===== src/common/soc_defines.svh =====
`ifndef SOC_DEFINES_SVH
`define SOC_DEFINES_SVH

// Bus widths
`define SOC_ADDR_W 32
`define SOC_DATA_W 32

// Region codes in address bits 31:28
`define REGION_RAM 4'h1
`define REGION_DMA 4'h9
`define REGION_TIMER 4'hA

// Word offset carried to every slave, wide enough for the RAM
`define SOC_OFFSET_W 10
`define RAM_WORDS 1024

// Clocks per timer tick
`define TIMER_PRESCALE 4
`define SOC_LED_W 10

// DMA register offsets
`define DMA_REG_SRC 0
`define DMA_REG_DST 1
`define DMA_REG_COUNT 2
`define DMA_REG_CTRL 3

// Timer register offsets
`define TMR_REG_TIME_LO 0
`define TMR_REG_TIME_HI 1
`define TMR_REG_CMP_LO 2
`define TMR_REG_CMP_HI 3
`define TMR_REG_LED 4

`endif


===== src/common/soc_pkg.sv =====
`default_nettype none

`include "soc_defines.svh"

package soc_pkg;

	// One bus word each
	typedef logic [`SOC_ADDR_W-1:0] bus_addr_t;
	typedef logic [`SOC_DATA_W-1:0] bus_data_t;

	// Region code from the top address nibble
	typedef logic [3:0] region_t;

	// Current bus owner
	typedef enum logic [1:0] {
		SEL_IBUS = 2'd0,
		SEL_DBUS = 2'd1,
		SEL_DMA  = 2'd2
	} master_sel_t;

	typedef enum logic [1:0] {
		DMA_IDLE  = 2'd0,
		DMA_READ  = 2'd1,
		DMA_WRITE = 2'd2
	} dma_state_t;

endpackage

`default_nettype wire


===== src/hw/addr_decoder.sv =====
`timescale 1ns/10ps
`default_nettype none

`include "soc_defines.svh"

module addr_decoder
	import soc_pkg::*;
(
	input  wire                       i_rst_n,
	input  wire                       clock,
	input  wire                       i_bus_request,
	input  bus_addr_t                 i_bus_address,
	output bus_data_t                 o_bus_rdata,
	output logic                      o_bus_ready,

	output logic                      o_ram_request,
	input  bus_data_t                 i_ram_rdata,
	input  wire                       i_ram_ready,

	output logic                      o_dma_request,
	input  bus_data_t                 i_dma_rdata,
	input  wire                       i_dma_ready,

	output logic                      o_timer_request,
	input  bus_data_t                 i_timer_rdata,
	input  wire                       i_timer_ready,

	output logic [`SOC_OFFSET_W-1:0]  o_offset
);

	region_t region;
	logic    ram_sel;
	logic    dma_sel;
	logic    timer_sel;
	logic    unmapped_ready;

	assign region = i_bus_address[`SOC_ADDR_W-1 -: 4];
	assign ram_sel = (region == `REGION_RAM);
	assign dma_sel = (region == `REGION_DMA);
	assign timer_sel = (region == `REGION_TIMER);

	assign o_ram_request = i_bus_request && ram_sel;
	assign o_dma_request = i_bus_request && dma_sel;
	assign o_timer_request = i_bus_request && timer_sel;

	// Byte address to word offset
	assign o_offset = i_bus_address[`SOC_OFFSET_W+1:2];

	// Nobody home, complete after one cycle so the bus never hangs
	always_ff @(posedge clock or negedge i_rst_n)
	begin
		if (!i_rst_n)
			unmapped_ready <= 1'b0;
		else
			unmapped_ready <= i_bus_request && !(ram_sel || dma_sel || timer_sel)
				&& !unmapped_ready;
	end

	always_comb
	begin
		if (ram_sel)
		begin
			o_bus_rdata = i_ram_rdata;
			o_bus_ready = i_ram_ready;
		end
		else if (dma_sel)
		begin
			o_bus_rdata = i_dma_rdata;
			o_bus_ready = i_dma_ready;
		end
		else if (timer_sel)
		begin
			o_bus_rdata = i_timer_rdata;
			o_bus_ready = i_timer_ready;
		end
		else
		begin
			o_bus_rdata = '0;
			o_bus_ready = unmapped_ready;
		end
	end

endmodule

`default_nettype wire


===== config.mk =====
export PLATFORM = sky130hd
export DESIGN_NAME = addr_decoder
export DESIGN_NICKNAME = d
export VERILOG_FILES = /design/src/common/soc_pkg.sv /design/src/hw/addr_decoder.sv
export VERILOG_INCLUDE_DIRS = /design/src /design/src/common
export SDC_FILE = /design/constraint.sdc
export NUM_CORES = 1
export LEC_CHECK = 0
export BUFFER_PORTS_ARGS = -buffer_cell sky130_fd_sc_hd__buf_2
export CELL_PAD_IN_SITES_DETAIL_PLACEMENT = 0
export CELL_PAD_IN_SITES_GLOBAL_PLACEMENT = 2
export CORE_ASPECT_RATIO = 0.9
export CORE_MARGIN = 4
export CORE_UTILIZATION = 10
export DETAILED_ROUTE_END_ITERATION = 8
export GPL_TIMING_DRIVEN = 1
export HOLD_SLACK_MARGIN = 0.05
export PLACE_DENSITY_LB_ADDON = 0.1
export SLEW_MARGIN = 25
export SYNTH_ARGS = -nofsm -noshare
export SYNTH_HDL_FRONTEND = slang
export SYNTH_SLANG_ARGS = --single-unit

===== constraint.sdc =====
create_clock -name clock -period 1.13 [get_ports clock]
set_input_delay 0.0565 -clock clock [delete_from_list [all_inputs] [get_ports clock]]
set_output_delay 0.0565 -clock clock [all_outputs]
set_load 0.005 [all_outputs]

==> impl.org <==
** Timing
- For the pin with the worst max-slew slack, the measured transition is about 180 ps.
- Unrepaired setup endpoints after global routing :: yes
- Final Worst Setup Slack :: approximately 8.0 ps
- The number of hold violations in the final report is 0.
- Post-route setup TNS :: 0 ps
- Static timing analysis puts the maximum clock frequency at about 890 MHz.
- Setup violations remaining at the end of the flow were counted as 0.
- Post-layout min period :: 1122 ps
- Final period utilization :: 0.9929
- On the final layout, the worst clock skew is 0 ps.
- The final max-slew violation count was 0.
- Measured against its own limit, the worst slew margin works out to 0.8764.

** Floorplanning
- Rows :: 32
- The die is between 90 and 100 microns tall.
- For this configuration, the core starts out at a cell density of 0.1029.
- I/O pin total :: between 150 and 200
- Die W :: ~110 microns
- Placeable core area :: around 8600 sq um
- The die covers between 10000 and 15000 sq um.

** Layout
- P&R area growth vs syn :: 107.0%
- Flip-flop count of the largest register, all copies and words added :: 1
- Counting flops per register, the top entry is unmapped_ready.
- Share of post-route cells with drive strength above 1 :: 0.6450
- Fill cells in the final layout number 1009.
- Leaving out fill and tap cells, the most frequent cell in the layout is sky130_fd_sc_hd__buf_2.
- Registers with the highest flip-flop counts :: unmapped_ready: 1 flops
- The repair_antennas step left the layout with diodes totalling 0.
- After the last flow step, the layout net total stands at about 400.
- In the layout the commonest cells are sky130_fd_sc_hd__buf_2, sky130_fd_sc_hd__nand2_1, sky130_fd_sc_hd__a2bb2oi_1.

** Detailed routing
- After detailed routing, the number of vias per cell comes to between 3 and 4.
- Antenna Nets Post-Route :: 0
- Vias after detailed routing :: roughly 1400
- In the routed design, unresolved DRC markers number 0.
- Router iterations before antenna repair :: 4
- Detailed router's first-iteration violation count :: 31
- Total length of routed wires :: 5096 microns
- DR WL/cell :: between 10 and 15 microns

** Yosys
- Most area-hungry cell type in the Yosys netlist :: sky130_fd_sc_hd__a2bb2oi_1
- After technology mapping, the gate count stands at around 130.
- Ranked by total cell area, the synthesized netlist is headed by sky130_fd_sc_hd__a2bb2oi_1, sky130_fd_sc_hd__o21ai_0, sky130_fd_sc_hd__nand2_1, sky130_fd_sc_hd__buf_4, sky130_fd_sc_hd__buf_6.
- Area share of the leading cell type in the synthesized netlist :: 0.2780
- The netlist uses 20 different library cells.
- The cell area that synthesis handed to floorplanning was 882.1 sq um.
- Warnings from Yosys :: 0
- Synthesized netlist net count :: 261
- Portion of the post-synthesis area used by sequential elements :: 0.02837
- Counting flops and latches in the post-synthesis netlist gives 1.
- Post-Synthesis Mean Instance Area :: between 6 and 7 sq um

** GRT
- Congestion Overflow GR :: 0
- The first global-routing pass estimated 7755 microns of wire.
- The via count of the first global-routing pass was roughly 1500.
- Pin count of the biggest net entering global routing :: 22
- The number of antenna violations at the first check in global routing came to 0.
- Overall track demand over capacity in global routing :: 0.08963

** Clock tree
- Clock latency at the later pin of the worst-skew pair :: 0 ps

** Critical path
- Startpoint kind of the worst setup timing path :: input port
- STA classifies the critical path endpoint as an output port.
- The critical path is of the input port to output port type.
- Data arrival, critical path :: between 1000 and 1500 ps
- For the worst setup path, the data required time is 1070 ps.
- Of all nets on the critical path, the largest fanout is 15.

** Placement
- Post-placement setup slack :: -84.82 ps
- In this run the tool buffered the top-level ports with between 100 and 150 buffer cells.
- Detailed placement finished with a half-perimeter wire length of between 4000 and 5000 microns.
- Routability congestion estimate from global placement :: 0.6721

** Power and ir drop
- VDD sags by at most 0.0002130 V.
- The share of total power dissipated in sequential elements is 0.079.
- The analysis attributes to net switching a power of 192.1 uW.
- Of the total power, combinational logic draws 0.921.
- Clk pwr share :: 0
- Switching Fraction :: 0.3516
- Cell-internal power :: between 300 and 400 uW
- Leakage power :: about 0.97 nW
- For this design the ratio of total power to cell area is about 300 nW/um^2.

** Min path
- Classification of the worst-slack hold path :: input port to output port

** Run status
- The run finished with clean final reports.

** Flow run
- Max-capacitance violation count :: 0
==> synthesized netlist by cell type <==
library cell and instances:
sky130_fd_sc_hd__a2bb2oi_1 28, sky130_fd_sc_hd__nand2_1 28, sky130_fd_sc_hd__o21ai_0 25, sky130_fd_sc_hd__buf_4 11, sky130_fd_sc_hd__buf_2 5, sky130_fd_sc_hd__buf_6 5
sky130_fd_sc_hd__a22o_1 4, sky130_fd_sc_hd__mux2_2 4, sky130_fd_sc_hd__mux2i_1 3, sky130_fd_sc_hd__o21ai_1 3, sky130_fd_sc_hd__and3_1 2, sky130_fd_sc_hd__and2_1 1
sky130_fd_sc_hd__and4bb_1 1, sky130_fd_sc_hd__clkbuf_1 1, sky130_fd_sc_hd__clkbuf_2 1, sky130_fd_sc_hd__dfrtp_1 1, sky130_fd_sc_hd__inv_2 1, sky130_fd_sc_hd__nand2_2 1
sky130_fd_sc_hd__nor3b_4 1, sky130_fd_sc_hd__nor4b_4 1
==> cells by family after synthesis <==
logic type             share of synthesized area
AO/OA/AOI/OAI                             0.4766
buffers and inverters                     0.2000
flip-flops                               0.02836
AND/OR/NAND/NOR                           0.2099
multiplexers                             0.08510
==> power groups by stage <==
stage                     combinational (mW)  clock [mW]  sequential [mW]
after global routing                   0.558           0           0.0432
after global placement                 0.479           0           0.0433
after floorplan                        0.213           0           0.0423
after detailed placement               0.471           0           0.0429
after CTS                              0.487           0           0.0430
final                                  0.503           0           0.0429
==> through the flow <==
step	total power [mW]	hold WS, ps	cell area [sq um]	util	std cells
2_1_floorplan	0.2557	-239.1	882.1	-	127
3_3_place_gp	0.5219	-168.8	1699	0.1983	377
3_5_place_dp	0.5134	-168.4	1699	0.1983	377
4_1_cts	0.5296	113.0	1753	0.2046	379
5_1_grt	0.6016	113.0	1826	0.2131	381
6_report	0.5464	113.0	1826	0.2131	381
==> layout make-up <==
cell class / instances / area [sq um] / share of cell area
tap: 119 / 148.9 / 0.08156
timing repair buffer: 158 / 947.2 / 0.5188
inverter: 1 / 3.754 / 0.002056
multi-input combinational: 102 / 700.7 / 0.3838
sequential: 1 / 25.02 / 0.01371
==> layer usage <==
| metal | GRT usage | share of wire | vias up |
|---|---|---|---|
| li1 | - | - | 734 |
| met1 | 0.1076 | 0.41 | 633 |
| met2 | 0.1651 | 0.48 | 76 |
| met3 | 0.02392 | 0.11 | 6 |
| met4 | 0.006883 | 0.0049 | 0 |
| met5 | 0 | 0 | - |
==> final timing paths <==
| path | startpoint | endpoint | slack [ps] | depth (start not counted) |
|---|---|---|---|---|
| min in group asynchronous | i_rst_n | unmapped_ready | 370 | 2 |
| max in group asynchronous | i_rst_n | unmapped_ready | 680 | 2 |
| worst min-delay path | i_bus_address[3] | o_offset[1] | 110 | 0 |
| worst min register to register | unmapped_ready | unmapped_ready | 480 | 1 |
| worst max-delay path | i_bus_address[28] | o_bus_ready | 8 | 6 |
| worst max register to register | unmapped_ready | unmapped_ready | 370 | 1 |
==> critical path: stages <==
cell and delay, ps:
sky130_fd_sc_hd__buf_6 90, sky130_fd_sc_hd__and4bb_4 360, sky130_fd_sc_hd__buf_12 160, sky130_fd_sc_hd__mux2i_1 180, sky130_fd_sc_hd__mux2i_1 80, sky130_fd_sc_hd__buf_2 130
==> what timing repair did <==
action | in CTS | in global routing
setup buffers | 1 | 1
hold buffers | 1 | 0
cloned | 0 | 1
pin swaps | 0 | 2
gates resized for setup | 6 | 27
endpoints found under the setup margin | 21 | 31
hold endpoints to repair | 1 | 0
Note: power is estimated with default switching activity, not from simulation.
