`src/common/soc_defines.svh`:
```
`ifndef SOC_DEFINES_SVH
`define SOC_DEFINES_SVH

// Bus widths
`define SOC_ADDR_W 32
`define SOC_DATA_W 32

// Region codes in address bits 31:28
`define REGION_RAM 4'h1
`define REGION_DMA 4'h9
`define REGION_TIMER 4'hA

// Word offset carried to every slave, wide enough for the RAM
`define SOC_OFFSET_W 10
`define RAM_WORDS 1024

// Clocks per timer tick
`define TIMER_PRESCALE 4
`define SOC_LED_W 10

// DMA register offsets
`define DMA_REG_SRC 0
`define DMA_REG_DST 1
`define DMA_REG_COUNT 2
`define DMA_REG_CTRL 3

// Timer register offsets
`define TMR_REG_TIME_LO 0
`define TMR_REG_TIME_HI 1
`define TMR_REG_CMP_LO 2
`define TMR_REG_CMP_HI 3
`define TMR_REG_LED 4

`endif

```
`src/common/soc_pkg.sv`:
```
`default_nettype none

`include "soc_defines.svh"

package soc_pkg;

	// One bus word each
	typedef logic [`SOC_ADDR_W-1:0] bus_addr_t;
	typedef logic [`SOC_DATA_W-1:0] bus_data_t;

	// Region code from the top address nibble
	typedef logic [3:0] region_t;

	// Current bus owner
	typedef enum logic [1:0] {
		SEL_IBUS = 2'd0,
		SEL_DBUS = 2'd1,
		SEL_DMA  = 2'd2
	} master_sel_t;

	typedef enum logic [1:0] {
		DMA_IDLE  = 2'd0,
		DMA_READ  = 2'd1,
		DMA_WRITE = 2'd2
	} dma_state_t;

endpackage

`default_nettype wire

```
`src/hw/bus_arbiter.sv`:
```
`timescale 1ns/10ps
`default_nettype none

module bus_arbiter
	import soc_pkg::*;
(
	input  wire         i_rst_n,
	input  wire         clock,

	// Port A, instruction fetch, read only
	input  wire         i_pa_request,
	input  bus_addr_t   i_pa_address,
	output logic        o_pa_ready,
	output bus_data_t   o_pa_rdata,

	// Port B, data access
	input  wire         i_pb_request,
	input  wire         i_pb_rw,
	input  bus_addr_t   i_pb_address,
	input  bus_data_t   i_pb_wdata,
	output logic        o_pb_ready,
	output bus_data_t   o_pb_rdata,

	// Port C, DMA
	input  wire         i_pc_request,
	input  wire         i_pc_rw,
	input  bus_addr_t   i_pc_address,
	input  bus_data_t   i_pc_wdata,
	output logic        o_pc_ready,
	output bus_data_t   o_pc_rdata,

	// Shared bus
	output logic        o_bus_request,
	output logic        o_bus_rw,
	output bus_addr_t   o_bus_address,
	output bus_data_t   o_bus_wdata,
	input  wire         i_bus_ready,
	input  bus_data_t   i_bus_rdata
);

	master_sel_t grant_q;
	master_sel_t grant_next;
	logic        any_request;

	// Fixed priority, data first, then DMA, then instruction
	always_comb
	begin
		any_request = i_pa_request | i_pb_request | i_pc_request;
		if (i_pb_request)
			grant_next = SEL_DBUS;
		else if (i_pc_request)
			grant_next = SEL_DMA;
		else
			grant_next = SEL_IBUS;
	end

	// Grant only from idle, so every access is followed by one free cycle
	always_ff @(posedge clock or negedge i_rst_n)
	begin
		if (!i_rst_n)
		begin
			o_bus_request <= 1'b0;
			grant_q <= SEL_IBUS;
		end
		else if (o_bus_request)
		begin
			if (i_bus_ready)
				o_bus_request <= 1'b0;
		end
		else if (any_request)
		begin
			o_bus_request <= 1'b1;
			grant_q <= grant_next;
		end
	end

	// Bus fields, captured together with the grant and held until ready
	always_ff @(posedge clock)
	begin
		if (!o_bus_request && any_request)
		begin
			case (grant_next)
				SEL_DBUS:
				begin
					o_bus_rw <= i_pb_rw;
					o_bus_address <= i_pb_address;
					o_bus_wdata <= i_pb_wdata;
				end
				SEL_DMA:
				begin
					o_bus_rw <= i_pc_rw;
					o_bus_address <= i_pc_address;
					o_bus_wdata <= i_pc_wdata;
				end
				default:
				begin
					o_bus_rw <= 1'b0;
					o_bus_address <= i_pa_address;
					o_bus_wdata <= '0;
				end
			endcase
		end
	end

	// Ready goes only to the owner, rdata is shared
	assign o_pa_ready = o_bus_request && (grant_q == SEL_IBUS) && i_bus_ready;
	assign o_pb_ready = o_bus_request && (grant_q == SEL_DBUS) && i_bus_ready;
	assign o_pc_ready = o_bus_request && (grant_q == SEL_DMA) && i_bus_ready;

	assign o_pa_rdata = i_bus_rdata;
	assign o_pb_rdata = i_bus_rdata;
	assign o_pc_rdata = i_bus_rdata;

endmodule

`default_nettype wire

```
`config.mk`:
```
export PLATFORM = sky130hd
export DESIGN_NAME = bus_arbiter
export DESIGN_NICKNAME = d
export VERILOG_FILES = /design/src/common/soc_pkg.sv /design/src/hw/bus_arbiter.sv
export VERILOG_INCLUDE_DIRS = /design/src /design/src/common
export SDC_FILE = /design/constraint.sdc
export NUM_CORES = 1
export LEC_CHECK = 0
export BUFFER_PORTS_ARGS = -buffer_cell sky130_fd_sc_hd__buf_2
export CAP_MARGIN = 0
export CORE_AREA = 2 2 140 142
export DETAILED_ROUTE_END_ITERATION = 16
export DIE_AREA = 0 0 142 144
export PLACE_DENSITY = 0.52
export RECOVER_POWER = 100
export SLEW_MARGIN = 20
export SYNTH_ARGS = -nofsm -noshare
export SYNTH_HDL_FRONTEND = slang
export SYNTH_SLANG_ARGS = --single-unit
```
`constraint.sdc`:
```
create_clock -name clock -period 7.95 [get_ports clock]
set_input_delay 1.1925 -clock clock [delete_from_list [all_inputs] [get_ports clock]]
set_output_delay 1.1925 -clock clock [all_outputs]
set_load 0.05 [all_outputs]
```
==> flow_summary_export.csv, run 1 <==
group,metric,value,unit
layout,diodes,0,
pwr,ir_worst_vdd,0.0000930,V
layout,final_cell_mix,"buf_2 (164), nand2_1 (95), clkbuf_1 (73)",
cts,clkSinkCount,68,
worst_setup_path,critPathKind,"input port to register",
cts,ctsResizeCount,0,
layout,area_growth,20.5,%
drt,wl_met3,1500,µm
cts,numCtsBuffers,9,
worst_setup_path,r2r-end,"o_bus_wdata[28]$_DFFE_PP_",
floorplanning,die_y,144,µm
timing,fin_crit_sh,58.2,%
pwr,pwr-share-comb,21.6,%
timing,skew,0.00741,ns
worst_setup_path,end_kind,"register",
worst_setup_path,arrival,4.67,ns
floorplanning,chipWidth,142,µm
cts,cts_tree,"yes",
synth,ys_seq_area_share,50.6,%
cts,cts_hold_buf,0,
floorplanning,floorplan.io_pins,365,
cts,clkSlewWorstSetupHoldPaths,0.06,ns
pwr,power.leakage,2.08,nW
worst_hold_path,hold_path_end,"grant_q[0]$_DFFE_PN0P_",
timing,layout_min_cycle_time,4.63,ns
status,violations,"capacitance limit, slew limit",
placed_design,dp_hpwl,9180,µm
worst_setup_path,slowest_delay,1.65,ns
synth,synthesis.area,0.00401,mm²
pwr,p_seq_share,41.4,%
drt,first_pass_iters,4,
global_routing,overflow,0,
synth,synthCells,393,
status,status,"finished with violations",
pwr,finalPower,1.07,mW
placed_design,numPortBuffers,236,
worst_setup_path,slowest_stage,"clkbuf_1",
drt,vias_per_cell,4.01,
timing,tns,0,ns
drt,drt_iter0_drc,88,
layout,regArea,0.00203,mm²
timing,max_slew_margin,-47.2,%
synth,syn_nets,593,
synth,synth-seq-cells,68,
drt,post_drt_wl_per_cell,15.2,µm
floorplanning,placement_rows,51,
timing,hold_slack,0.572,ns
worst_setup_path,start_kind,"input port",
timing,drv_slew,69,
pwr,internal_power,737,µW
pwr,p_switching,330,µW
synth,avgSynthCellArea,10.2,µm²
pwr,power_density,221,mW/mm²
drt,drt-met1-wl,3690,µm
worst_setup_path,reg2reg_depth,2,
worst_setup_path,crit_top_cell,"clkbuf_1",
drt,drcViolationCount,0,
worst_setup_path,required,7.99,ns
worst_setup_path,crit_chain,"clkbuf_1 -> clkbuf_1 -> mux2i_1 -> o21ai_0",
timing,final-hold-violation-count,0,
worst_setup_path,r2r_setup_slack,6.25,ns
synth,ys_warn_count,0,
worst_setup_path,reg2reg_from,"o_bus_request$_DFF_PN0_",
layout,final_common_cell,"buf_2",
floorplanning,coreArea,0.0191,mm²
worst_hold_path,min_from,"grant_q[0]$_DFFE_PN0P_",
worst_setup_path,crit_fanout,38,
timing,worst_slew_pin_slew,2.21,ns
cts,h-tree-depth,3,
cts,clockBufferDepth,2,
global_routing,antenna_found_initial,0,
placed_design,place_ws,4.89,ns
floorplanning,dieArea,0.0204,mm²
timing,rsz0062_at_grt,"no",
layout,fill_cells,2096,
layout,nNetsFinal,725,
drt,ant_nets,0,
cts,cts_setup_buffers,0,
drt,top_layer,"met4",
global_routing,grt_pass1_wl,16200,µm
worst_hold_path,hold_class,"register to register",
floorplanning,initial_core_util,21.0,%
timing,worst_slack,3.32,ns
cts,clock_latency,0.33,ns
placed_design,finalWeightedCongestion,0.748,
placed_design,dpl_cell_area,0.00463,mm²
global_routing,grt_start_max_net_pins,77,
global_routing,grt_use_total,10.9,%
synth,yosys.cell_types.count,17,
layout,layout-drive-gt1-share,34.5,%
job,drv_cap,2,
drt,routed_wl,11700,µm
pwr,switching_share,30.9,%
layout,final_cell_area,0.00483,mm²
worst_hold_path,worstHoldPathCells,2,
pwr,p_clk_share,37.0,%
drt,routed-via-count,3081,
layout,multiInputGateArea,0.00109,mm²
cts,cts-root-buf,"clkbuf_16",
timing,setup_violations,0,
drt,wl_met2,6060,µm
timing,max_freq,0.216,GHz
global_routing,grt_pass1_vias,2915,
-- critical path, delay by kind of cell --
family / cells / cell delay [ns]
AOI/OAI and AO/OA: 1 / 0.14
buffers and inverters: 2 / 3.00
muxes: 1 / 0.30
-- cell type report --
class	count	share of cell area, %
multi-input combinational	204	22.5
inverter	3	0.233
tap	238	6.17
clock buffer	10	4.74
clock inverter	6	1.35
timing repair buffer	239	23.1
sequential	68	42.0
-- power by group through the flow --
stage | clock network (mW) | logic [mW] | registers (mW)
after floorplan | 0 | 0.195 | 0.546
after global placement | 0 | 0.241 | 0.449
after detailed placement | 0 | 0.242 | 0.449
after CTS | 0.414 | 0.242 | 0.441
after global routing | 0.429 | 0.249 | 0.445
final | 0.395 | 0.231 | 0.442
-- cells by family (layout without fill, tap and decap cells) --
group	after synthesis	in the layout	share of synthesized area, %
AOI/OAI and AO/OA	69	69	8.93
DFF	68	68	50.6
buffers and inverters	121	258	22.5
and+or+nand+nor	102	102	9.74
muxes	33	33	8.24
-- synthesized netlist by cell type --
| cell | n | share of area, % |
|---|---|---|
| edfxtp_1 | 65 | 49 |
| buf_2 | 9 | 1.1 |
| dfrtp_1 | 3 | 1.9 |
| nor3_1 | 3 | 0.37 |
| nand2_1 | 95 | 8.9 |
| nor2_1 | 3 | 0.28 |
| o21ai_1 | 10 | 1.2 |
| mux2i_1 | 33 | 8.2 |
| clkbuf_1 | 4 | 0.37 |
| buf_12 | 2 | 1.0 |
| nor3b_1 | 1 | 0.19 |
| a22o_1 | 3 | 0.66 |
| inv_1 | 3 | 0.28 |
| o21ai_0 | 55 | 6.9 |
| buf_6 | 5 | 1.4 |
| buf_4 | 98 | 18 |
| o22ai_1 | 1 | 0.16 |
-- metal layers --
layer,vias up,track usage (%)
li1,1503,-
met1,1305,9.24
met2,238,19.8
met3,35,6.32
met4,0,6.32
met5,-,0
-- flip-flops by register name, indices dropped and copies added (netlist names) --
signal and cells:
grant_q 2, o_bus_address 32, o_bus_request 1, o_bus_rw 1
o_bus_wdata 32
-- worst max-delay path by stage --
stage / start / end / slack, ns
2_1_floorplan: i_pc_request / o_bus_address[0]$_DFFE_PP_ / 3.24
3_3_place_gp: i_pb_request / o_bus_wdata[27]$_DFFE_PP_ / 4.91
3_5_place_dp: i_pb_request / o_bus_wdata[26]$_DFFE_PP_ / 4.89
4_1_cts: i_bus_ready / o_pb_ready / 4.91
5_1_grt: i_pc_request / o_bus_address[25]$_DFFE_PP_ / 2.99
6_report: i_pc_request / o_bus_address[24]$_DFFE_PP_ / 3.32
-- metrics by stage --
step	cells	utilization, %
2_1_floorplan	393	-
3_3_place_gp	752	24.3
3_5_place_dp	752	24.3
4_1_cts	768	25.8
5_1_grt	768	25.3
6_report	768	25.3
Power figures use the tool's default switching activity.
==> inputs of run 2 (changes only) <==
--- a/config.mk
+++ b/config.mk
@@ -8,10 +8,10 @@
 export LEC_CHECK = 0
 export BUFFER_PORTS_ARGS = -buffer_cell sky130_fd_sc_hd__buf_2
 export CAP_MARGIN = 0
-export CORE_AREA = 2 2 140 142
+export CORE_AREA = 2 2 141 143
 export DETAILED_ROUTE_END_ITERATION = 16
-export DIE_AREA = 0 0 142 144
-export PLACE_DENSITY = 0.52
+export DIE_AREA = 0 0 143 145
+export PLACE_DENSITY = 0.53
 export RECOVER_POWER = 100
 export SLEW_MARGIN = 20
 export SYNTH_ARGS = -nofsm -noshare
==> constraint.sdc (replaced) <==
create_clock -name clock -period 4.2 [get_ports clock]
set_input_delay 0.63 -clock clock [delete_from_list [all_inputs] [get_ports clock]]
set_output_delay 0.63 -clock clock [all_outputs]
set_load 0.05 [all_outputs]
==> run 2 against run 1 <==
- the run still ends with capacitance limit, slew limit left
- cell area up 0.96%
- final cell count increased by 3.5%
- power up 90%
- critical path depth unchanged
- combinational power is 90% higher
- routed wire length up 8.0%
- clock power up 90%
- via count increased by 1.7%
- setup slack got worse by 2.1 ns
- utilization up 0.073 points
- clock skew down 0.0037 ns
- sequential share of layout area fell by 0.40 points
- critical endpoint is now o_bus_address[31]$_DFFE_PP_
- largest cell class unchanged
==> flow_summary_export.csv, run 2 (same netlist as run 1, synthesis figures left out) <==
group,metric,value,unit
pwr,pwr-share-comb,21.7,%
layout,multiInputGateArea,0.00109,mm²
cts,ctsResizeCount,0,
timing,skew,0.00366,ns
cts,numCtsBuffers,9,
layout,nNetsFinal,725,
status,status,"finished with violations",
job,drv_cap,1,
timing,rsz0062_at_grt,"no",
cts,cts_hold_buf,0,
status,violations,"capacitance limit, slew limit",
layout,regArea,0.00203,mm²
pwr,power_density,416,mW/mm²
timing,setup_violations,0,
placed_design,numPortBuffers,236,
floorplanning,dieArea,0.0207,mm²
timing,worst_slew_pin_slew,2.01,ns
layout,layout-drive-gt1-share,34.7,%
pwr,p_switching,631,µW
global_routing,grt_pass1_wl,17700,µm
worst_setup_path,r2r-end,"o_bus_wdata[23]$_DFFE_PP_",
layout,fill_cells,2115,
cts,cts-root-buf,"clkbuf_16",
worst_setup_path,reg2reg_depth,2,
pwr,p_clk_share,37.0,%
floorplanning,placement_rows,51,
pwr,ir_worst_vdd,0.000171,V
timing,layout_min_cycle_time,2.95,ns
worst_setup_path,crit_fanout,34,
floorplanning,floorplan.io_pins,365,
worst_setup_path,required,4.23,ns
layout,final_cell_mix,"buf_2 (164), nand2_1 (95), clkbuf_1 (72)",
layout,fin_util,25.4,%
global_routing,overflow,0,
timing,hold_slack,0.108,ns
timing,drv_slew,35,
drt,first_pass_iters,6,
drt,ant_nets,0,
placed_design,finalWeightedCongestion,0.729,
timing,max_freq,0.338,GHz
worst_setup_path,critPathKind,"input port to register",
floorplanning,coreArea,0.0192,mm²
worst_setup_path,end_kind,"register",
drt,routed_wl,12600,µm
global_routing,grt_start_max_net_pins,75,
cts,clkSlewWorstSetupHoldPaths,0.06,ns
pwr,p_seq_share,41.4,%
global_routing,grt_pass1_vias,3013,
timing,fin_crit_sh,70.3,%
layout,area_growth,21.6,%
pwr,internal_power,1.40,mW
worst_setup_path,reg2reg_from,"o_bus_request$_DFF_PN0_",
drt,drcViolationCount,0,
layout,biggestRegsByFlops,"o_bus_address x32, o_bus_wdata x32, grant_q x2",
timing,final-hold-violation-count,0,
worst_setup_path,r2r_setup_slack,2.34,ns
floorplanning,initial_core_util,20.9,%
cts,clockBufferDepth,2,
placed_design,dp_hpwl,10100,µm
cts,cts_tree,"yes",
worst_setup_path,start_kind,"input port",
drt,routed-via-count,3134,
global_routing,grt_use_total,11.7,%
timing,tns,0,ns
timing,max_slew_margin,-33.9,%
cts,clkSinkCount,68,
cts,cts_setup_buffers,0,
layout,final_common_cell,"buf_2",
pwr,power.leakage,2.08,nW
drt,drt_iter0_drc,103,
drt,post_drt_wl_per_cell,15.9,µm
floorplanning,chipWidth,143,µm
worst_hold_path,hold_class,"input port to async pin",
cts,clock_latency,0.33,ns
cts,h-tree-depth,3,
layout,diodes,0,
pwr,switching_share,31.1,%
floorplanning,die_y,145,µm
worst_setup_path,arrival,2.99,ns
global_routing,antenna_found_initial,0,
drt,vias_per_cell,3.94,
run 2: cell types whose count changed in the layout (fill, tap and decap cells not counted), sizes merged:
| cell | before | now |
|---|---|---|
| clkinvlp | 1 | 2 |
| clkinv | 4 | 2 |
| inv | 3 | 4 |
run 2: stage by stage:
stage | cell area, µm² | power (mW) | setup slack, ns | instances
2_1_floorplan | 4010 | 1.40 | 0.0502 | 393
3_3_place_gp | 4680 | 1.31 | 1.55 | 779
3_5_place_dp | 4680 | 1.31 | 1.53 | 779
4_1_cts | 4970 | 2.09 | 1.89 | 795
5_1_grt | 4880 | 2.13 | 1.01 | 795
6_report | 4880 | 2.03 | 1.25 | 795
run 2: worst max path at each step:
stage                  from                           to  slack (ns)  cells past startpoint
2_1_floorplan  i_pc_request   o_bus_address[0]$_DFFE_PP_        0.05                      4
3_3_place_gp   i_pb_request    o_bus_wdata[21]$_DFFE_PP_        1.55                      4
3_5_place_dp   i_pb_request    o_bus_wdata[22]$_DFFE_PP_        1.53                      4
4_1_cts        i_pb_request    o_bus_wdata[23]$_DFFE_PP_        1.89                      4
5_1_grt        i_pc_request           o_bus_rw$_DFFE_PP_        1.01                      5
6_report       i_pc_request  o_bus_address[31]$_DFFE_PP_        1.25                      4
run 2: power by group through the flow:
stage	Combinational (mW)	Clock (mW)	Sequential (mW)
6_report	0.440	0.750	0.839
5_1_grt	0.475	0.810	0.845
4_1_cts	0.461	0.788	0.838
3_5_place_dp	0.461	0	0.852
3_3_place_gp	0.460	0	0.851
2_1_floorplan	0.370	0	1.03
run 2: layer usage:
layer / GRT usage, % / wire length (µm) / vias to the layer above
li1: - / - / 1502
met2: 21.6 / 6630 / 246
met4: 4.60 / 237 / 0
met3: 6.96 / 1800 / 24
met5: 0 / 0 / -
met1: 10.1 / 3960 / 1362
run 2: final cells by class:
cell class                 count  share of cell area [%]
sequential                    68                    41.6
clock buffer                  10                    4.70
clock inverter                 6                    1.31
inverter                       3                   0.231
tap                          265                    6.80
timing repair buffer         239                    23.1
multi-input combinational    204                    22.3
run 2: worst max-delay path: stages:
cell,delay (ns)
buf_4,0.39
clkbuf_1,1.48
mux2i_1,0.33
o21ai_0,0.11
