### src/common/soc_defines.svh
`ifndef SOC_DEFINES_SVH
`define SOC_DEFINES_SVH

// Bus widths
`define SOC_ADDR_W 32
`define SOC_DATA_W 32

// Region codes in address bits 31:28
`define REGION_RAM 4'h1
`define REGION_DMA 4'h9
`define REGION_TIMER 4'hA

// Word offset carried to every slave, wide enough for the RAM
`define SOC_OFFSET_W 10
`define RAM_WORDS 1024

// Clocks per timer tick
`define TIMER_PRESCALE 4
`define SOC_LED_W 10

// DMA register offsets
`define DMA_REG_SRC 0
`define DMA_REG_DST 1
`define DMA_REG_COUNT 2
`define DMA_REG_CTRL 3

// Timer register offsets
`define TMR_REG_TIME_LO 0
`define TMR_REG_TIME_HI 1
`define TMR_REG_CMP_LO 2
`define TMR_REG_CMP_HI 3
`define TMR_REG_LED 4

`endif

### src/common/soc_pkg.sv
`default_nettype none

`include "soc_defines.svh"

package soc_pkg;

	// One bus word each
	typedef logic [`SOC_ADDR_W-1:0] bus_addr_t;
	typedef logic [`SOC_DATA_W-1:0] bus_data_t;

	// Region code from the top address nibble
	typedef logic [3:0] region_t;

	// Current bus owner
	typedef enum logic [1:0] {
		SEL_IBUS = 2'd0,
		SEL_DBUS = 2'd1,
		SEL_DMA  = 2'd2
	} master_sel_t;

	typedef enum logic [1:0] {
		DMA_IDLE  = 2'd0,
		DMA_READ  = 2'd1,
		DMA_WRITE = 2'd2
	} dma_state_t;

endpackage

`default_nettype wire

### src/hw/sys_timer.sv
`timescale 1ns/10ps
`default_nettype none

`include "soc_defines.svh"

module sys_timer
	import soc_pkg::*;
(
	input  wire                       i_rst_n,
	input  wire                       clock,
	input  wire                       i_request,
	input  wire                       i_rw,
	input  wire [`SOC_OFFSET_W-1:0]   i_offset,
	input  bus_data_t                 i_wdata,
	output bus_data_t                 o_rdata,
	output logic                      o_ready,
	output logic                      o_timer_irq,
	output logic [`SOC_LED_W-1:0]     o_leds
);

	localparam int unsigned PRESCALE_W = $clog2(`TIMER_PRESCALE);
	localparam logic [PRESCALE_W-1:0] PRESCALE_LAST = PRESCALE_W'(`TIMER_PRESCALE - 1);

	logic [PRESCALE_W-1:0] prescale_q;
	logic [63:0]           time_q;
	logic [63:0]           compare_q;
	logic                  access;
	bus_data_t             read_word;

	assign access = i_request && !o_ready;

	//======================================================================
	// Tick counter
	//======================================================================

	always_ff @(posedge clock or negedge i_rst_n)
	begin
		if (!i_rst_n)
		begin
			prescale_q <= '0;
			time_q <= '0;
		end
		else if (prescale_q == PRESCALE_LAST)
		begin
			prescale_q <= '0;
			time_q <= time_q + 64'd1;
		end
		else
			prescale_q <= prescale_q + 1'b1;
	end

	// Compare resets to all ones, so no interrupt out of reset
	assign o_timer_irq = (time_q >= compare_q);

	//======================================================================
	// Register port
	//======================================================================

	always_ff @(posedge clock or negedge i_rst_n)
	begin
		if (!i_rst_n)
		begin
			compare_q <= '1;
			o_leds <= '0;
			o_ready <= 1'b0;
		end
		else
		begin
			o_ready <= access;
			if (access && i_rw)
			begin
				case (i_offset)
					`TMR_REG_CMP_LO: compare_q[31:0] <= i_wdata;
					`TMR_REG_CMP_HI: compare_q[63:32] <= i_wdata;
					`TMR_REG_LED:    o_leds <= i_wdata[`SOC_LED_W-1:0];
					default:         ;
				endcase
			end
		end
	end

	always_comb
	begin
		case (i_offset)
			`TMR_REG_TIME_LO: read_word = time_q[31:0];
			`TMR_REG_TIME_HI: read_word = time_q[63:32];
			`TMR_REG_CMP_LO:  read_word = compare_q[31:0];
			`TMR_REG_CMP_HI:  read_word = compare_q[63:32];
			`TMR_REG_LED:     read_word = {{(`SOC_DATA_W-`SOC_LED_W){1'b0}}, o_leds};
			default:          read_word = '0;
		endcase
	end

	always_ff @(posedge clock)
	begin
		if (access)
			o_rdata <= read_word;
	end

endmodule

`default_nettype wire

### config.mk
export PLATFORM = sky130hd
export DESIGN_NAME = sys_timer
export DESIGN_NICKNAME = d
export VERILOG_FILES = /design/src/common/soc_pkg.sv /design/src/hw/sys_timer.sv
export VERILOG_INCLUDE_DIRS = /design/src /design/src/common
export SDC_FILE = /design/constraint.sdc
export NUM_CORES = 1
export LEC_CHECK = 0
export ABC_AREA = 0
export CAP_MARGIN = 20
export CORE_AREA = 2 2 144 146
export CTS_CLUSTER_DIAMETER = 150
export DETAILED_ROUTE_END_ITERATION = 8
export DIE_AREA = 0 0 146 148
export DONT_BUFFER_PORTS = 1
export PLACE_DENSITY_LB_ADDON = 0.2
export SKIP_CTS_REPAIR_TIMING = 1
export SYNTH_ARGS = -nofsm -noshare
export SYNTH_HDL_FRONTEND = slang
export SYNTH_SLANG_ARGS = --single-unit
### constraint.sdc
create_clock -name clock -period 8.49 [get_ports clock]
set_clock_uncertainty 0.05 [all_clocks]
set_input_delay 1.698 -clock clock [delete_from_list [all_inputs] [get_ports clock]]
set_output_delay 1.698 -clock clock [all_outputs]
set_load 0.01 [all_outputs]
==> results.tsv, run 1 <==
metric	value	unit
outcome	finished clean	
syn_nets	943	
crit path time final	4.97	ns
top_reg_cell synth	dfrtp_1	
Core Region	20000	µm²
crit share post-route	58.5	%
Max Cap Viol	0	
Final WS setup	3.52	ns
Post-Syn Instances	831	
WL final	21.8	mm
WP data arrival	3.22	ns
largest area contributor in the netlist	dfrtp_1	
Num CTS Buffers	17	
post-route setup TNS	0	ns
Max-slew headroom	41.2	%
Inserted Diodes	0	
CP Capture Type	primary output	
Site Rows	52	
Final HPWL DP	15.2	mm
Die H	148	µm
Hold Vio Cnt, Final	0	
reg-to-reg critical path endpoint	time_q[63]$_DFFE_PN0P_	
drt pass-1 iters	5	
Slew @ Worst Pin	0.875	ns
DRC viols	0	
layout net count	945	
Syn-to-layout area delta	9.87	%
Yosys reg bits	173	
initial core utilization	44.5	%
synthesized area	8920	µm²
Yosys warning count	0	
proportion of layout cells with a drive suffix above 1	18.4	%
Post-synth top cells	130 x nand2_1, 77 x dfrtp_1, 71 x inv_1	
count of input and output buffers	0	
PD cells	165	nW/µm²
Critical Path RT	6.74	ns
CP Class	flip-flop to primary output	
Netlist cell types	44	
dominant cells by area after synthesis	dfrtp_1 22%, dfstp_2 19%, edfxtp_1 11%	
DP Worst Slack	3.98	ns
Post-DRT Antenna Nets	0	
WHS Path Cells	1	
worst reg2reg setup slack	5.58	ns
largest net degree at the start of global routing	142	
Post-synth EDFFs	32	
first-pass GRT wire length	36.1	mm
most frequent cell after synthesis	nand2_1	
global route overflow	0	
mean post-synth cell area	10.7	µm²
CP startpoint kind	flip-flop	
top cell type's share of synthesized area	21.6	%
vias post-DR	6371	
IR drop worst, VDD	0.000136	V
Clock transition at path regs	0.07	ns
R2R depth	7	
DR vias/cell	5.71	
final setup fails	0	
GP Congestion	0.909	
Max Clk Rate	201	MHz
GRT Util Overall	21.3	%
clock latency at the later pin of the worst-skew pair	0.43	ns
WL per Instance	19.6	µm
Die X	146	µm
endpoint of the worst hold path	prescale_q[0]$_DFF_PN0_	
RR Startpoint	prescale_q[0]$_DFF_PN0_	
# IOs	90	
Die ar.	21600	µm²
vias in the first global route	6586	
Critical path origin	compare_q[59]$_DFFE_PN1P_	
worst hold path type	flip-flop to flip-flop	
Pleak	4.65	nW
Longest Clk Path Bufs	2	
HP Start	prescale_q[0]$_DFF_PN0_	
initial antenna violation count	0	
crit path max fanout	3	
htree depth	4	
Synth async-reset ratio	81.5	%
unrepaired setup endpoints after global routing	no	
clock tree from TritonCTS	yes	
Root Buffer	clkbuf_16	
clk sinks	173	
Final Max Slew Viols	0	
sequential area share after synthesis	51.2	%
Detailed Route Iter0 Violations	596	
-- layout by cell type (no fill, tap or decap), types with 3 or more instances in the layout --
master | synthesis | routed
nor4_1 | 7 | 6
and4_1 | 5 | 5
and3_1 | 12 | 12
a21oi_1 | 23 | 23
or4_1 | 3 | 3
mux2_2 | 44 | 44
inv_6 | 0 | 3
xnor2_1 | 34 | 34
dfrtp_1 | 77 | 77
a211oi_1 | 5 | 5
ha_1 | 66 | 66
nand3_1 | 22 | 22
dfstp_2 | 64 | 64
nor3_1 | 12 | 12
a21o_1 | 4 | 4
and2_1 | 5 | 4
buf_4 | 0 | 8
nand4_1 | 26 | 26
clkinv_2 | 0 | 5
xor2_1 | 29 | 29
edfxtp_1 | 32 | 32
o21ai_0 | 38 | 38
clkbuf_16 | 0 | 17
a222oi_1 | 32 | 32
a22oi_1 | 10 | 10
nand2_1 | 130 | 130
inv_1 | 71 | 71
nor2_1 | 36 | 36
-- through the flow --
step / power, mW / cell area (µm²) / instances / hold WS, ns / util, %
after detailed placement: 0.899 / 9250 / 1083 / 0.368 / 46.2
after floorplan: 0.892 / 8920 / 831 / 0.353 / -
after CTS: 1.63 / 9800 / 1115 / 0.377 / 48.9
after global routing: 1.67 / 9800 / 1116 / 0.405 / 48.9
after global placement: 0.898 / 9250 / 1083 / 0.364 / 46.2
final: 1.62 / 9800 / 1116 / 0.375 / 48.9
-- area by class of cell --
| class | instances | area [µm²] |
|---|---|---|
| Timing Repair Buffer | 8 | 60.1 |
| Fill cell | 1824 | 10200 |
| Inverter | 71 | 267 |
| Multi-Input combinational cell | 562 | 4020 |
| Clock inverter | 15 | 121 |
| Sequential cell | 173 | 4570 |
| Clock buffer | 17 | 425 |
| Tap cell | 270 | 338 |
-- layer usage --
layer | routed length [µm] | global-route usage [%] | vias up
li1 | - | - | 2976
met1 | 9740 | 28.8 | 3201
met2 | 10500 | 34.5 | 173
met3 | 1260 | 4.29 | 21
met4 | 373 | 7.28 | 0
met5 | 0 | 0 | -
-- flip-flops by register name, indices dropped and copies added (netlist names) --
register    flops
o_ready         1
o_leds         10
time_q         64
prescale_q      2
compare_q      64
o_rdata        32
-- worst max path at each step --
stage	to	depth (start not counted)
2_1_floorplan	compare_q[33]$_DFFE_PN1P_	5
3_3_place_gp	o_timer_irq	7
3_5_place_dp	o_timer_irq	7
4_1_cts	o_timer_irq	7
5_1_grt	o_timer_irq	7
6_report	o_timer_irq	7
-- cells by family after synthesis --
family,Yosys count,synth area share [%]
xor+xnor,63,6.18
mux,44,5.55
fa+ha+maj,66,9.25
buf+inv,96,4.11
flops,173,51.2
simple gates,268,14.3
compound gates,121,9.39
-- power by group --
part	switching [mW]	total, mW	internal, mW
logic	0.0105	0.0167	0.00617
registers	0.00834	0.867	0.859
clock network	0.332	0.734	0.402
total	0.351	1.62	1.27
-- critical path, cell delays in order (launching register included) --
cell,delay [ns]
dfstp_2,0.54
inv_1,0.04
ha_1,0.30
nand4_1,0.16
or4_1,0.55
or3_1,0.35
or4_1,0.52
o21ai_1,0.32
Note: power is estimated with default switching activity, not from simulation.
==> run 2, diff against run 1 <==
--- a/config.mk
+++ b/config.mk
@@ -6,12 +6,12 @@
 export SDC_FILE = /design/constraint.sdc
 export NUM_CORES = 1
 export LEC_CHECK = 0
-export ABC_AREA = 0
+export ABC_AREA = 1
 export CAP_MARGIN = 20
-export CORE_AREA = 2 2 144 146
+export CORE_AREA = 2 2 154 156
 export CTS_CLUSTER_DIAMETER = 150
 export DETAILED_ROUTE_END_ITERATION = 8
-export DIE_AREA = 0 0 146 148
+export DIE_AREA = 0 0 156 158
 export DONT_BUFFER_PORTS = 1
 export PLACE_DENSITY_LB_ADDON = 0.2
 export SKIP_CTS_REPAIR_TIMING = 1
==> constraint.sdc (replaced) <==
create_clock -name clock -period 4.5 [get_ports clock]
set_clock_uncertainty 0.05 [all_clocks]
set_input_delay 0.9 -clock clock [delete_from_list [all_inputs] [get_ports clock]]
set_output_delay 0.9 -clock clock [all_outputs]
set_load 0.01 [all_outputs]
==> run 2 against run 1 <==
- wire length increased by 29%
- setup slack got worse by 2.4 ns
- via count increased by 29%
- clock-buffer cell count increased by 7
- total power increased by 100%
- hold slack got worse by 0.27 ns
- register-to-register slack got worse by 3.6 ns
- clock power increased by 110%
- synthesized cell count increased by 51%
- non-clock buffer count decreased by 2
- critical path type unchanged
- largest cell class is now multi-input gates
==> results.tsv, run 2 <==
metric	value	unit	change
Syn-to-layout area delta	9.47	%	was 9.87%
Post-Syn Instances	1252		was 831
Die ar.	24600	µm²	was 21600 µm²
initial antenna violation count	0		unchanged
Pleak	4.82	nW	was 4.65 nW
Post-synth EDFFs	32		unchanged
syn_nets	1364		was 943
Core Region	23100	µm²	was 20000 µm²
clock tree from TritonCTS	yes		unchanged
dominant cells by area after synthesis	dfrtp_1 19%, dfstp_2 17%, nand2_1 13%		was dfrtp_1 22%, dfstp_2 19%, edfxtp_1 11%
sequential area share after synthesis	45.0	%	was 51.2%
vias in the first global route	8098		was 6586
Final HPWL DP	21.0	mm	was 15.2 mm
Longest Clk Path Bufs	2		unchanged
htree depth	4		unchanged
count of input and output buffers	0		unchanged
CP Class	flip-flop to primary output		unchanged
Detailed Route Iter0 Violations	515		was 596
Die H	158	µm	was 148 µm
Regs by FF count	compare_q (64), time_q (64), o_rdata (32)		unchanged
initial core utilization	44.1	%	was 44.5%
most frequent cells in the layout	359 x nand2_1, 176 x inv_1, 112 x nor2_1		was 130 x nand2_1, 77 x dfrtp_1, 71 x inv_1
Yosys warning count	0		unchanged
crit path max fanout	3		unchanged
PD cells	292	nW/µm²	was 165 nW/µm²
WL per Instance	18.1	µm	was 19.6 µm
sw power	0.698	mW	was 0.351 mW
Hold Worst Slack	0.107	ns	was 0.375 ns
sequential power share	50.2	%	was 53.6%
drt pass-1 iters	6		was 5
M3 GR Usage	5.80	%	was 4.29%
DR vias/cell	5.29		was 5.71
Clock transition at path regs	0.07	ns	about the same
Util after Layout	48.3	%	was 48.9%
Site Rows	56		was 52
Critical Path RT	3.55	ns	was 6.74 ns
Num CTS Buffers	17		unchanged
Max-slew headroom	40.2	%	was 41.2%
WP data arrival	2.39	ns	was 3.22 ns
Die X	156	µm	was 146 µm
outcome	finished clean		unchanged
Root Buffer	clkbuf_16		unchanged
IR drop worst, VDD	0.000243	V	was 0.000136 V
CP Capture Type	primary output		unchanged
commonest non-fill, non-tap cell in the layout	nand2_1		unchanged
global route overflow	0		unchanged
Int Pwr	2.56	mW	was 1.27 mW
worst hold path type	input port to async pin		was flip-flop to flip-flop
GRT Util Overall	23.8	%	was 21.3%
switching share of power	21.4	%	was 21.7%
post-route setup TNS	0	ns	unchanged
vias post-DR	8213		was 6371
clock latency at the later pin of the worst-skew pair	0.43	ns	about the same
CP startpoint kind	flip-flop		unchanged
combinational share of power	1.7	%	was 1.0%
met2 Track Usage GR	36.3	%	was 34.5%
mean post-synth cell area	8.12	µm²	was 10.7 µm²
Final Max Slew Viols	0		unchanged
Netlist cell types	42		was 44
Hold Vio Cnt, Final	0		unchanged
WL final	28.1	mm	was 21.8 mm
Synth async-reset ratio	81.5	%	unchanged
largest net degree at the start of global routing	142		unchanged
DRC viols	0		unchanged
met1 Use GR	33.2	%	was 28.8%
proportion of layout cells with a drive suffix above 1	11.4	%	was 18.4%
crit path time final	3.34	ns	
global routing's busiest layer	met2		unchanged
Max Cap Viol	0		unchanged
Slew @ Worst Pin	0.895	ns	was 0.875 ns
Max Clk Rate	299	MHz	
top cell type's share of synthesized area	19.0	%	was 21.6%
largest area contributor in the netlist	dfrtp_1		unchanged
unrepaired setup endpoints after global routing	no		unchanged
final setup fails	0		unchanged
layout net count	1361		was 945
top_reg_cell synth	dfrtp_1		unchanged
Yosys reg bits	173		unchanged
Inserted Diodes	0		unchanged
Post-DRT Antenna Nets	0		unchanged
crit share post-route	74.2	%	
most frequent cell after synthesis	nand2_1		unchanged
# IOs	90		unchanged
clk sinks	173		unchanged
synthesized area	10200	µm²	was 8920 µm²
GP Congestion	0.944		was 0.909
first-pass GRT wire length	44.6	mm	was 36.1 mm
Post-synth top cells	359 x nand2_1, 176 x inv_1, 113 x nor2_1		was 130 x nand2_1, 77 x dfrtp_1, 71 x inv_1
clock power share	48.1	%	was 45.4%
==> run 2: cell types whose count changed after synthesis, moves of 11 or more <==
| cell | delta |
|---|---|
| nor2_1 | +77 |
| o21ai_0 | +36 |
| mux2_2 | -44 |
| inv_1 | +105 |
| a222oi_1 | -32 |
| o21ai_1 | +18 |
| and3_1 | -12 |
| nand3_1 | +11 |
| nor2_2 | +12 |
| o2111ai_1 | +11 |
| nand2_1 | +229 |
| xnor2_1 | -18 |
==> run 2: cells by family after synthesis <==
logic type	Yosys count	share of synthesized area (%)
DFF	173	45.0
and+or+nand+nor	592	25.6
buffers and inverters	208	7.73
adders and majority gates	66	8.12
AOI/OAI and AO/OA	165	9.42
xor gates and xnor gates	48	4.14
==> run 2: area by class of cell <==
cell class	instances	area, µm²
clock buffer	24	482
clock inverter	8	130
fill	2273	11900
inverter	180	676
multi-input combinational	871	4820
sequential	173	4570
tap	290	363
timing repair buffer	6	90.1
==> run 2: per-layer routing <==
layer / up-vias / wire length (µm)
li1: 4036 / -
met3: 47 / 1930
met5: - / 0
met4: 0 / 791
met1: 3882 / 13100
met2: 248 / 12300
==> run 2: worst max-delay path, stage by stage (launching register included) <==
cell and delay [ns]:
dfstp_2 0.55, inv_1 0.06, ha_1 0.30, nand2_1 0.06, nor2_1 0.14, nand4_1 0.35, nor3_1 0.30, nand2_1 0.07
nand2_1 0.12
==> run 2: path summary, 6_finish.rpt <==
path                                      startpoint  depth (start not counted)  slack, ns                         to
setup / recovery           compare_q[39]$_DFFE_PN1P_                          8       1.16                o_timer_irq
hold / removal                               i_rst_n                          0       0.11      o_leds[1]$_DFFE_PN0P_
setup reg to reg             prescale_q[0]$_DFF_PN0_                          8       2.03     time_q[56]$_DFFE_PN0P_
hold reg to reg              prescale_q[0]$_DFF_PN0_                          1       0.38    prescale_q[0]$_DFF_PN0_
max in group asynchronous                    i_rst_n                          0       3.99  compare_q[14]$_DFFE_PN1P_
min in group clock           prescale_q[0]$_DFF_PN0_                          1       0.38    prescale_q[0]$_DFF_PN0_
==> run 2: power by group through the flow <==
stage	combinational, mW	sequential [mW]	clock [mW]
after detailed placement	0.0522	1.66	0
final	0.0543	1.63	1.57
after global routing	0.0627	1.63	1.65
after floorplan	0.0356	1.66	0
after CTS	0.0526	1.63	1.58
after global placement	0.0513	1.66	0
==> run 2: stage by stage <==
stage	instance area [µm²]	setup slack (ns)	power [mW]	std cells
after detailed placement	10400	1.16	1.71	1517
after CTS	11100	1.20	3.27	1549
final	11100	1.16	3.25	1552
after global placement	10400	1.27	1.71	1517
after floorplan	10200	1.69	1.69	1252
after global routing	11100	1.04	3.34	1552
